`config.mk`:
```
export PLATFORM = sky130hd
export DESIGN_NAME = mmioSubsystem
export DESIGN_NICKNAME = d
export VERILOG_FILES = /design/src/mmioPkg.sv /design/src/displayPkg.sv /design/src/busDecoder.sv /design/src/stopwatchCounter.sv /design/src/lfsrGenerator.sv /design/src/hexDisplay.sv /design/src/mmioSubsystem.sv
export SDC_FILE = /design/constraint.sdc
export NUM_CORES = 1
export LEC_CHECK = 0
export BUFFER_PORTS_ARGS = -buffer_cell sky130_fd_sc_hd__buf_2
export CORE_MARGIN = 2
export CORE_UTILIZATION = 61
export CTS_CLUSTER_DIAMETER = 60
export CTS_CLUSTER_SIZE = 25
export DETAILED_ROUTE_END_ITERATION = 7
export PLACE_DENSITY = 0.95
export SYNTH_ARGS = -nofsm -noshare
export SYNTH_HDL_FRONTEND = slang
export SYNTH_SLANG_ARGS = --single-unit
```
`constraint.sdc`:
```
create_clock -name iCLK -period 7.9 [get_ports iCLK]
set_clock_uncertainty 0.15 [all_clocks]
set_input_delay 0.79 -clock iCLK [delete_from_list [all_inputs] [get_ports iCLK]]
set_output_delay 0.79 -clock iCLK [all_outputs]
set_load 0.005 [all_outputs]
```
`src/mmioPkg.sv`:
```
// shared bus request/response types and the peripheral address map
// imported by the decoder, every peripheral and the top level
`default_nettype none

package mmioPkg;

    // ********************
    // bus widths
    // ********************
    localparam int DATA_W = 32;
    localparam int ADDR_W = 32;
    // one enable bit per byte lane
    localparam int BE_W   = DATA_W / 8;

    // ********************
    // address map
    // ********************
    // word addresses, low two bits ignored by the decoder
    localparam logic [ADDR_W-1:0] DISPLAY_ADDR   = 32'hFF00_0000;
    localparam logic [ADDR_W-1:0] STOPWATCH_ADDR = 32'hFF00_0010;
    localparam logic [ADDR_W-1:0] LFSR_ADDR      = 32'hFF00_0020;

    // master side of the shared data bus, 70 bits
    typedef struct packed {
        logic              readEnable;
        logic              writeEnable;
        logic [BE_W-1:0]   byteEnable;
        logic [ADDR_W-1:0] address;
        logic [DATA_W-1:0] writeData;
    } busReq_t;

    // merged response back to the master
    typedef struct packed {
        logic [DATA_W-1:0] readData;
        // address fell inside the map
        logic              hit;
    } busRsp_t;

endpackage

`default_nettype wire

```
`src/displayPkg.sv`:
```
// switch codes and segment types for the seven-segment display path
// imported by the display block and the top level
`default_nettype none

package displayPkg;

    // number of hex digits on the board
    localparam int NUM_DIGITS = 6;

    // word shown on the digits, picked by the two switches
    typedef enum logic [1:0] {
        DISP_ZERO      = 2'd0,
        DISP_REG       = 2'd1,
        DISP_STOPWATCH = 2'd2,
        DISP_LFSR      = 2'd3
    } dispSel_t;

    // one nibble per digit
    typedef logic [3:0] hexDigit_t;

    // active low, bit 0 is segment a, bit 6 is segment g
    typedef logic [6:0] segments_t;

    // digit 0 shows the least significant nibble
    typedef segments_t [NUM_DIGITS-1:0] segmentBank_t;

endpackage

`default_nettype wire

```
`src/busDecoder.sv`:
```
// address decoder for the shared data bus
// gates the enables per peripheral and merges their read words into one response
`timescale 1ns/1ps
`default_nettype none

module busDecoder import mmioPkg::*; (
    input  busReq_t           busReq,
    input  logic [DATA_W-1:0] swData,
    input  logic [DATA_W-1:0] lfsrData,
    input  logic [DATA_W-1:0] dispData,
    output busReq_t           swReq,
    output busReq_t           lfsrReq,
    output busReq_t           dispReq,
    output busRsp_t           busRsp
);

    // one select per peripheral, mutually exclusive by the map
    logic hitDisp;
    logic hitSw;
    logic hitLfsr;

    // word compare, byte offset bits dropped
    function automatic logic wordMatch(input logic [ADDR_W-1:0] addr,
                                       input logic [ADDR_W-1:0] base);
        return addr[ADDR_W-1:2] == base[ADDR_W-1:2];
    endfunction

    // copy of the request with enables qualified by the select
    function automatic busReq_t gateReq(input busReq_t req, input logic sel);
        busReq_t gated;
        gated             = req;
        gated.readEnable  = req.readEnable & sel;
        gated.writeEnable = req.writeEnable & sel;
        return gated;
    endfunction

    // ********************
    // decode
    // ********************
    assign hitDisp = wordMatch(busReq.address, DISPLAY_ADDR);
    assign hitSw   = wordMatch(busReq.address, STOPWATCH_ADDR);
    assign hitLfsr = wordMatch(busReq.address, LFSR_ADDR);

    // payload fans out unchanged, only the strobes differ
    assign dispReq = gateReq(busReq, hitDisp);
    assign swReq   = gateReq(busReq, hitSw);
    assign lfsrReq = gateReq(busReq, hitLfsr);

    // ********************
    // read merge
    // ********************
    always_comb begin
        busRsp.hit = hitDisp | hitSw | hitLfsr;
        // unmapped address reads back as zero
        if (hitDisp) begin
            busRsp.readData = dispData;
        end else if (hitSw) begin
            busRsp.readData = swData;
        end else if (hitLfsr) begin
            busRsp.readData = lfsrData;
        end else begin
            busRsp.readData = '0;
        end
    end

endmodule

`default_nettype wire

```
`src/stopwatchCounter.sv`:
```
// stopwatch peripheral, a prescaled free-running tick count
// reading returns the count, any write clears count and prescaler
`timescale 1ns/1ps
`default_nettype none

module stopwatchCounter import mmioPkg::*; #(
    // clocks per tick
    parameter int TICK_DIV = 4
) (
    input  logic              iCLK,
    input  logic              arstN,
    input  busReq_t           req,
    output logic [DATA_W-1:0] readData,
    output logic [DATA_W-1:0] count
);

    // at least one bit so TICK_DIV of 1 still builds
    localparam int PRE_W = (TICK_DIV > 1) ? $clog2(TICK_DIV) : 1;
    localparam logic [PRE_W-1:0] PRE_LAST = PRE_W'(TICK_DIV - 1);

    logic [PRE_W-1:0]  prescaleQ;
    logic [DATA_W-1:0] countQ;

    // ********************
    // prescaler and tick count
    // ********************
    always_ff @(posedge iCLK or negedge arstN) begin
        if (!arstN) begin
            prescaleQ <= '0;
            countQ    <= '0;
        end else if (req.writeEnable) begin
            // clear wins over the tick in the same edge
            prescaleQ <= '0;
            countQ    <= '0;
        end else if (prescaleQ == PRE_LAST) begin
            prescaleQ <= '0;
            countQ    <= countQ + 1'b1;
        end else begin
            prescaleQ <= prescaleQ + 1'b1;
        end
    end

    // reads have no side effect here
    assign readData = countQ;
    // raw count for the display path
    assign count    = countQ;

endmodule

`default_nettype wire

```
`src/lfsrGenerator.sv`:
```
// pseudo-random peripheral, 32-bit right-shifting Galois LFSR
// a write seeds it, each read returns the state and steps once at that edge
`timescale 1ns/1ps
`default_nettype none

module lfsrGenerator import mmioPkg::*; #(
    // also replaces a zero seed, which would lock the register
    parameter logic [DATA_W-1:0] LFSR_RESET_SEED = 32'h0000_0001
) (
    input  logic              iCLK,
    input  logic              arstN,
    input  busReq_t           req,
    output logic [DATA_W-1:0] readData,
    output logic [DATA_W-1:0] state
);

    // feedback taps, xored in when a one drops out of bit 0
    localparam logic [DATA_W-1:0] TAP_MASK = 32'h8020_0003;

    logic [DATA_W-1:0] stateQ;

    // one Galois step
    function automatic logic [DATA_W-1:0] lfsrStep(input logic [DATA_W-1:0] cur);
        logic [DATA_W-1:0] nxt;
        nxt = cur >> 1;
        if (cur[0]) begin
            nxt = nxt ^ TAP_MASK;
        end
        return nxt;
    endfunction

    // ********************
    // seed and step
    // ********************
    always_ff @(posedge iCLK or negedge arstN) begin
        if (!arstN) begin
            stateQ <= LFSR_RESET_SEED;
        end else if (req.writeEnable) begin
            stateQ <= (req.writeData == '0) ? LFSR_RESET_SEED : req.writeData;
        end else if (req.readEnable) begin
            // master already sampled the old value at this edge
            stateQ <= lfsrStep(stateQ);
        end
    end

    assign readData = stateQ;
    assign state    = stateQ;

endmodule

`default_nettype wire

```
`src/hexDisplay.sv`:
```
// seven-segment display path with a byte-writable display register
// the switches pick the shown word, the low 24 bits drive six hex digits
`timescale 1ns/1ps
`default_nettype none

module hexDisplay import mmioPkg::*, displayPkg::*; (
    input  logic              iCLK,
    input  logic              arstN,
    input  busReq_t           req,
    input  dispSel_t          sw,
    input  logic [DATA_W-1:0] swCount,
    input  logic [DATA_W-1:0] lfsrState,
    output logic [DATA_W-1:0] readData,
    output segmentBank_t      hex
);

    logic [DATA_W-1:0] displayQ;
    logic [DATA_W-1:0] shownWord;

    // standard hex font, active low, lowercase b and d
    function automatic segments_t hexFont(input hexDigit_t digit);
        case (digit)
            4'h0:    return 7'h40;
            4'h1:    return 7'h79;
            4'h2:    return 7'h24;
            4'h3:    return 7'h30;
            4'h4:    return 7'h19;
            4'h5:    return 7'h12;
            4'h6:    return 7'h02;
            4'h7:    return 7'h78;
            4'h8:    return 7'h00;
            4'h9:    return 7'h10;
            4'hA:    return 7'h08;
            4'hB:    return 7'h03;
            4'hC:    return 7'h46;
            4'hD:    return 7'h21;
            4'hE:    return 7'h06;
            default: return 7'h0E;
        endcase
    endfunction

    // ********************
    // display register
    // ********************
    always_ff @(posedge iCLK or negedge arstN) begin
        if (!arstN) begin
            displayQ <= '0;
        end else if (req.writeEnable) begin
            // only enabled byte lanes change
            for (int b = 0; b < BE_W; b++) begin
                if (req.byteEnable[b]) begin
                    displayQ[8*b +: 8] <= req.writeData[8*b +: 8];
                end
            end
        end
    end

    assign readData = displayQ;

    // ********************
    // word select and decode
    // ********************
    always_comb begin
        case (sw)
            DISP_LFSR:      shownWord = lfsrState;
            DISP_STOPWATCH: shownWord = swCount;
            DISP_REG:       shownWord = displayQ;
            default:        shownWord = '0;
        endcase
    end

    // one font lookup per digit, upper byte not shown
    for (genvar d = 0; d < NUM_DIGITS; d++) begin : g_digit
        assign hex[d] = hexFont(shownWord[4*d +: 4]);
    end

endmodule

`default_nettype wire

```
`src/mmioSubsystem.sv`:
```
// memory-mapped peripheral subsystem top, bus decoder beside its peripherals
// an outside master drives busReq; switches pick the word on the hex digits
`timescale 1ns/1ps
`default_nettype none

module mmioSubsystem import mmioPkg::*, displayPkg::*; #(
    parameter int                TICK_DIV        = 4,
    parameter logic [DATA_W-1:0] LFSR_RESET_SEED = 32'h0000_0001
) (
    input  logic         iCLK,
    input  logic         arstN,
    input  busReq_t      busReq,
    input  dispSel_t     sw,
    output busRsp_t      busRsp,
    output segmentBank_t hex
);

    // gated requests, one per peripheral
    busReq_t swReq;
    busReq_t lfsrReq;
    busReq_t dispReq;

    // read words back to the decoder
    logic [DATA_W-1:0] swData;
    logic [DATA_W-1:0] lfsrData;
    logic [DATA_W-1:0] dispData;

    // live values for the display select
    logic [DATA_W-1:0] swCount;
    logic [DATA_W-1:0] lfsrState;

    // ********************
    // bus decode
    // ********************
    busDecoder i_busDecoder (
        .busReq   (busReq),
        .swData   (swData),
        .lfsrData (lfsrData),
        .dispData (dispData),
        .swReq    (swReq),
        .lfsrReq  (lfsrReq),
        .dispReq  (dispReq),
        .busRsp   (busRsp)
    );

    // ********************
    // peripherals
    // ********************
    stopwatchCounter #(
        .TICK_DIV (TICK_DIV)
    ) i_stopwatchCounter (
        .iCLK     (iCLK),
        .arstN    (arstN),
        .req      (swReq),
        .readData (swData),
        .count    (swCount)
    );

    lfsrGenerator #(
        .LFSR_RESET_SEED (LFSR_RESET_SEED)
    ) i_lfsrGenerator (
        .iCLK     (iCLK),
        .arstN    (arstN),
        .req      (lfsrReq),
        .readData (lfsrData),
        .state    (lfsrState)
    );

    // display takes its other sources straight from the peripherals
    hexDisplay i_hexDisplay (
        .iCLK      (iCLK),
        .arstN     (arstN),
        .req       (dispReq),
        .sw        (sw),
        .swCount   (swCount),
        .lfsrState (lfsrState),
        .readData  (dispData),
        .hex       (hex)
    );

endmodule

`default_nettype wire

```
# ---- Word level (Yosys, flattened, before mapping)
# Memory sizes are Yosys's and may differ from the RTL's.
# Index checks and enable logic that the tools add are counted.
dict set report word_totals {
  n_memories 6
  ff_bits 98
  input_bits 74
  word_cells 48
  rom_bits 672
}
dict set report op_classes {
  eq_ne 7
  bitwise_logic 7
  add_sub_neg 2
  reduce_logical 7
  mux 12
}
# name words width rd rd_clocked_by_memory_dff wr line
set mem_list {}
lappend mem_list {{(no name shown)} 16 7 1 0 0 hexDisplay.sv:22} ;# case (digit)
lappend mem_list {{(no name shown)} 16 7 1 0 0 hexDisplay.sv:22}
lappend mem_list {{(no name shown)} 16 7 1 0 0 hexDisplay.sv:22}
lappend mem_list {{(no name shown)} 16 7 1 0 0 hexDisplay.sv:22}
lappend mem_list {{(no name shown)} 16 7 1 0 0 hexDisplay.sv:22}
lappend mem_list {{(no name shown)} 16 7 1 0 0 hexDisplay.sv:22}
# cell n
set op_table {}
lappend op_table {{32-bit two-way mux} 9}
lappend op_table {{30-bit == test, second input constant} 3}
lappend op_table {{24-bit case mux with 3 select lines} 1}
lappend op_table {{32-bit by 1-bit adder with 32-bit output, second input constant} 1}
lappend op_table {{32-bit logical NOT} 1}
lappend op_table {{2-bit AND reduction} 4}
lappend op_table {{2-bit == test, second input constant} 3}
lappend op_table {{1-bit AND} 4}
lappend op_table {{2-bit two-way mux} 2}
lappend op_table {{3-bit inverter with 4-bit output} 1}
lappend op_table {{2-bit nonzero test} 2}
lappend op_table {{2-bit by 1-bit adder with 2-bit output, second input constant} 1}
lappend op_table {{2-bit by 1-bit == test with 1-bit output, second input constant} 1}
lappend op_table {{1-bit OR} 2}

# ---- Depth between registers and ports, before layout
dict set report logic_depth {
  word_depth 4
  mapped_depth 12
  ltp_nobuf 9
}

# ---- Hierarchy
# Synthesis repeated with hierarchy kept, for this count alone.
dict set report hier_totals {
  cells_unflattened 1058
  area_unflattened_um2 9873.2
}
# module seq_area_each_um2 instances area_per_inst_um2 cells_each
set by_module_without_submodules {}
lappend by_module_without_submodules {hexDisplay 800.8 1 3383.2 310}
lappend by_module_without_submodules {busDecoder 0.0 1 2602.5 344}
lappend by_module_without_submodules {stopwatchCounter 850.8 1 2052.0 217}
lappend by_module_without_submodules {lfsrGenerator 802.0 1 1835.5 187}

# ---- Worst setup path before layout
# Ideal clock, no wire load.
dict set report synth_path {
  path_type {input -> output}
  from {input port sw[1]}
  to {output port hex[17] in the netlist's numbering}
  n_path_buf 3
  arrival_ns 3.094
  t_required_ns 6.960
  setup_slack_ns 3.866
  stages 8
  path_cell_list {buf_2 buf_1 clkbuf_1 mux2_2 a22o_1 inv_1 ha_1 mux4_2}
}
# item line
set synth_rtl {}
lappend synth_rtl {{start: declaration} mmioSubsystem.sv:13} ;# input dispSel_t sw,
lappend synth_rtl {{end: declaration} mmioSubsystem.sv:15} ;# output segmentBank_t hex

==> run_results.csv <==
group,metric,value,unit
run_status,status,"finished, final reports clean",
final_layout,final_common_cell,"buf_2",
yosys,synth_edf_count,0,
yosys,synth_fp_nets,918,
clocking,cts_tree,"built",
placed_design,dp_hpwl,14500,um
detailed_routing,drt_iter0_drc,756,
global_route,antenna_found_initial,0,
die,die_height,114,um
placed_design,gp_congestion,0.889,
yosys,syn_area,0.00737,sq mm
detailed_routing,ant_nets,0,
timing,slew_violations,0,
power,p_per_area,125,mW/mm^2
worst_setup_path,cp-end-kind,"output pin",
yosys,synth.avg_cell_area,9.14,sq um
timing,hold_viol,0,
global_route,grt_pass1_vias,6904,
yosys,ys_ff_latch,98,
detailed_routing,avgViaCountPerCell,6.79,
timing,timing.hold.ws,225,ps
timing,setup_viol,0,
detailed_routing,drc,0,
clocking,clock_latency,350,ps
global_route,grt-ovfl-total,0,
global_route,grt_pass1_wl,34300,um
clocking,hold_buffers,0,
clocking,cts_buffers,9,
global_route,track_usage,32.7,%
timing,finalCritPeriodShare,56.0,%
worst_setup_path,critPathKind,"in2out",
die,die_w,114,um
detailed_routing,routedWlPerCell,20.1,um
clocking,cts_root_buf,"clkbuf_16",
power,max-vdd-ir-drop,117,uV
worst_setup_path,cp_cell_sequence,"buf_2 -> or4_1 -> or4_1 -> or4b_1 -> buf_4 -> o21ai_0 -> buf_2",
yosys,ys.flop_type,"dfrtp_1",
yosys,synth_cells,806,
worst_setup_path,worstPathRequired,6960,ps
die,start_util,61.9,%
clocking,postCtsSetupBuffers,0,
timing,max_freq,226,MHz
yosys,ys_seq_area_share,33.3,%
timing,tns,0,ps
timing,rsz0062_at_grt,"no",
global_route,grt_max_degree,66,
final_layout,drive_above_1_share,27.5,%
die,dieArea,0.0130,sq mm
clocking,htreeDepth,3,
worst_setup_path,slowest_stage,"or4_1",
clocking,post_cts_resized,0,
placed_design,io_buffers,146,
worst_setup_path,cp_max_fo,34,
final_layout,area_growth,13.6,%
worst_setup_path,start_kind,"input pin",
final_layout,diodes,0,
worst_setup_path,crit_arrival,3480,ps
clocking,path_clk_slew,70,ps
yosys,ys_warn_count,0,
yosys,async_flop_share,100,%
die,ioPinCount,149,
min_path,holdCritPathClass,"in2async",
detailed_routing,routed_wl,21400,um
detailed_routing,dr_total_vias,7222,
final_layout,final_net_count,1025,
worst_setup_path,cpPeakStageDelay,650,ps
die,rows,40,
clocking,clock_sinks,98,
power,p_leak,3.95,nW
clocking,clock_path_buffers,2,
final_layout,final_cell_mix,"145 x buf_2, 97 x dfrtp_1, 66 x o22ai_1, 57 x mux2_2, 56 x nand2_1",
job,max-cap-violations,0,
detailed_routing,drt_pass1_iterations,5,
timing,fin_crit,4420,ps
timing,worstMarginPinSlew,1170,ps
yosys,synthDistinctLibCells,54,
die,coreArea,0.0119,sq mm
timing,max_slew_margin,22.2,%
metrics by stage:
stage                     util, %  power [mW]  instance area (sq um)  setup slack (ps)  std cells
after floorplan                 -       0.560                   7370              3870        806
after global placement       67.8       0.606                   8080              3550       1049
after detailed placement     67.8       0.609                   8080              3540       1049
after CTS                    70.3        1.04                   8370              3540       1064
after global routing         70.3        1.07                   8370              3400       1064
final                        70.3        1.05                   8370              3480       1064
cells in the mapped netlist (5+ instances only):
cell type / count / share of area [%]
or2_2: 6 / 0.51
mux2_2: 57 / 8.7
a22oi_1: 12 / 1.2
o21ai_0: 14 / 0.95
clkbuf_1: 42 / 2.1
a21oi_1: 48 / 3.3
buf_6: 5 / 0.76
nand3_1: 20 / 1.4
dfrtp_1: 97 / 33
o21ai_1: 20 / 1.4
o21ai_2: 7 / 0.83
nand2b_1: 22 / 1.9
nand4_1: 12 / 1.0
inv_1: 21 / 1.1
nand2_1: 56 / 2.9
xor2_1: 14 / 1.7
or3_1: 6 / 0.51
nor2_1: 55 / 2.8
mux2i_1: 51 / 6.9
and3_1: 8 / 0.68
ha_1: 38 / 6.5
nor3_1: 11 / 0.75
a22o_1: 18 / 2.1
o22ai_1: 66 / 5.6
xnor2_1: 17 / 2.0
nor4_1: 20 / 1.7
metal layers:
layer / vias up / wire length [um] / track usage [%]
met5: - / 0 / 0
li1: 3207 / - / -
met2: 416 / 10800 / 56.6
met4: 0 / 798 / 12.9
met1: 3515 / 8080 / 41.2
met3: 84 / 1770 / 5.31
area by class of cell:
| class | count | area (sq um) |
|---|---|---|
| multi-input cells | 631 | 4590 |
| fillers | 894 | 3540 |
| flip-flops and latches | 98 | 2450 |
| repair buffers | 151 | 771 |
| clock buffers | 10 | 229 |
| well taps | 147 | 184 |
| inverters | 22 | 82.6 |
| clock inverters | 5 | 63.8 |
path summary, 6_finish.rpt:
kind	from	end	slack, ps	cells past startpoint
hold / removal	arstN	i_hexDisplay.readData[21]	230	1
setup / recovery	busReq[35]	busRsp[2]	3480	7
max in group asynchronous	arstN	i_stopwatchCounter.count[2]	6170	2
hold reg to reg	i_stopwatchCounter.prescaleQ[0]	i_stopwatchCounter.prescaleQ[0]	310	1
min in group iCLK	i_stopwatchCounter.prescaleQ[0]	i_stopwatchCounter.prescaleQ[0]	310	1
setup reg to reg	i_stopwatchCounter.prescaleQ[0]	i_stopwatchCounter.count[19]	5270	6
critical path, delay by kind of cell:
family,cells,cell delay (ps)
buffers and inverters,3,600
AND/OR/NAND/NOR,3,1700
AO/OA/AOI/OAI,1,380
flip-flops by register name, indices dropped and copies added (netlist names):
name,cells
i_hexDisplay.readData,32
i_lfsrGenerator.readData,32
i_stopwatchCounter.count,32
i_stopwatchCounter.prescaleQ,2
cells by family after synthesis:
| kind of cell | synth area share [%] |
|---|---|
| and+or+nand+nor | 17.1 |
| AOI/OAI and AO/OA | 17.9 |
| muxes | 17.0 |
| DFF | 33.3 |
| buffers and inverters | 4.58 |
| adders and majority gates | 6.45 |
| xor gates and xnor gates | 3.68 |
power breakdown:
part / total [mW] / internal (mW) / switching (mW)
combinational: 0.101 / 0.0379 / 0.0627
clock: 0.445 / 0.247 / 0.198
sequential: 0.501 / 0.501 / 0.000000309
Power figures use the tool's default switching activity.
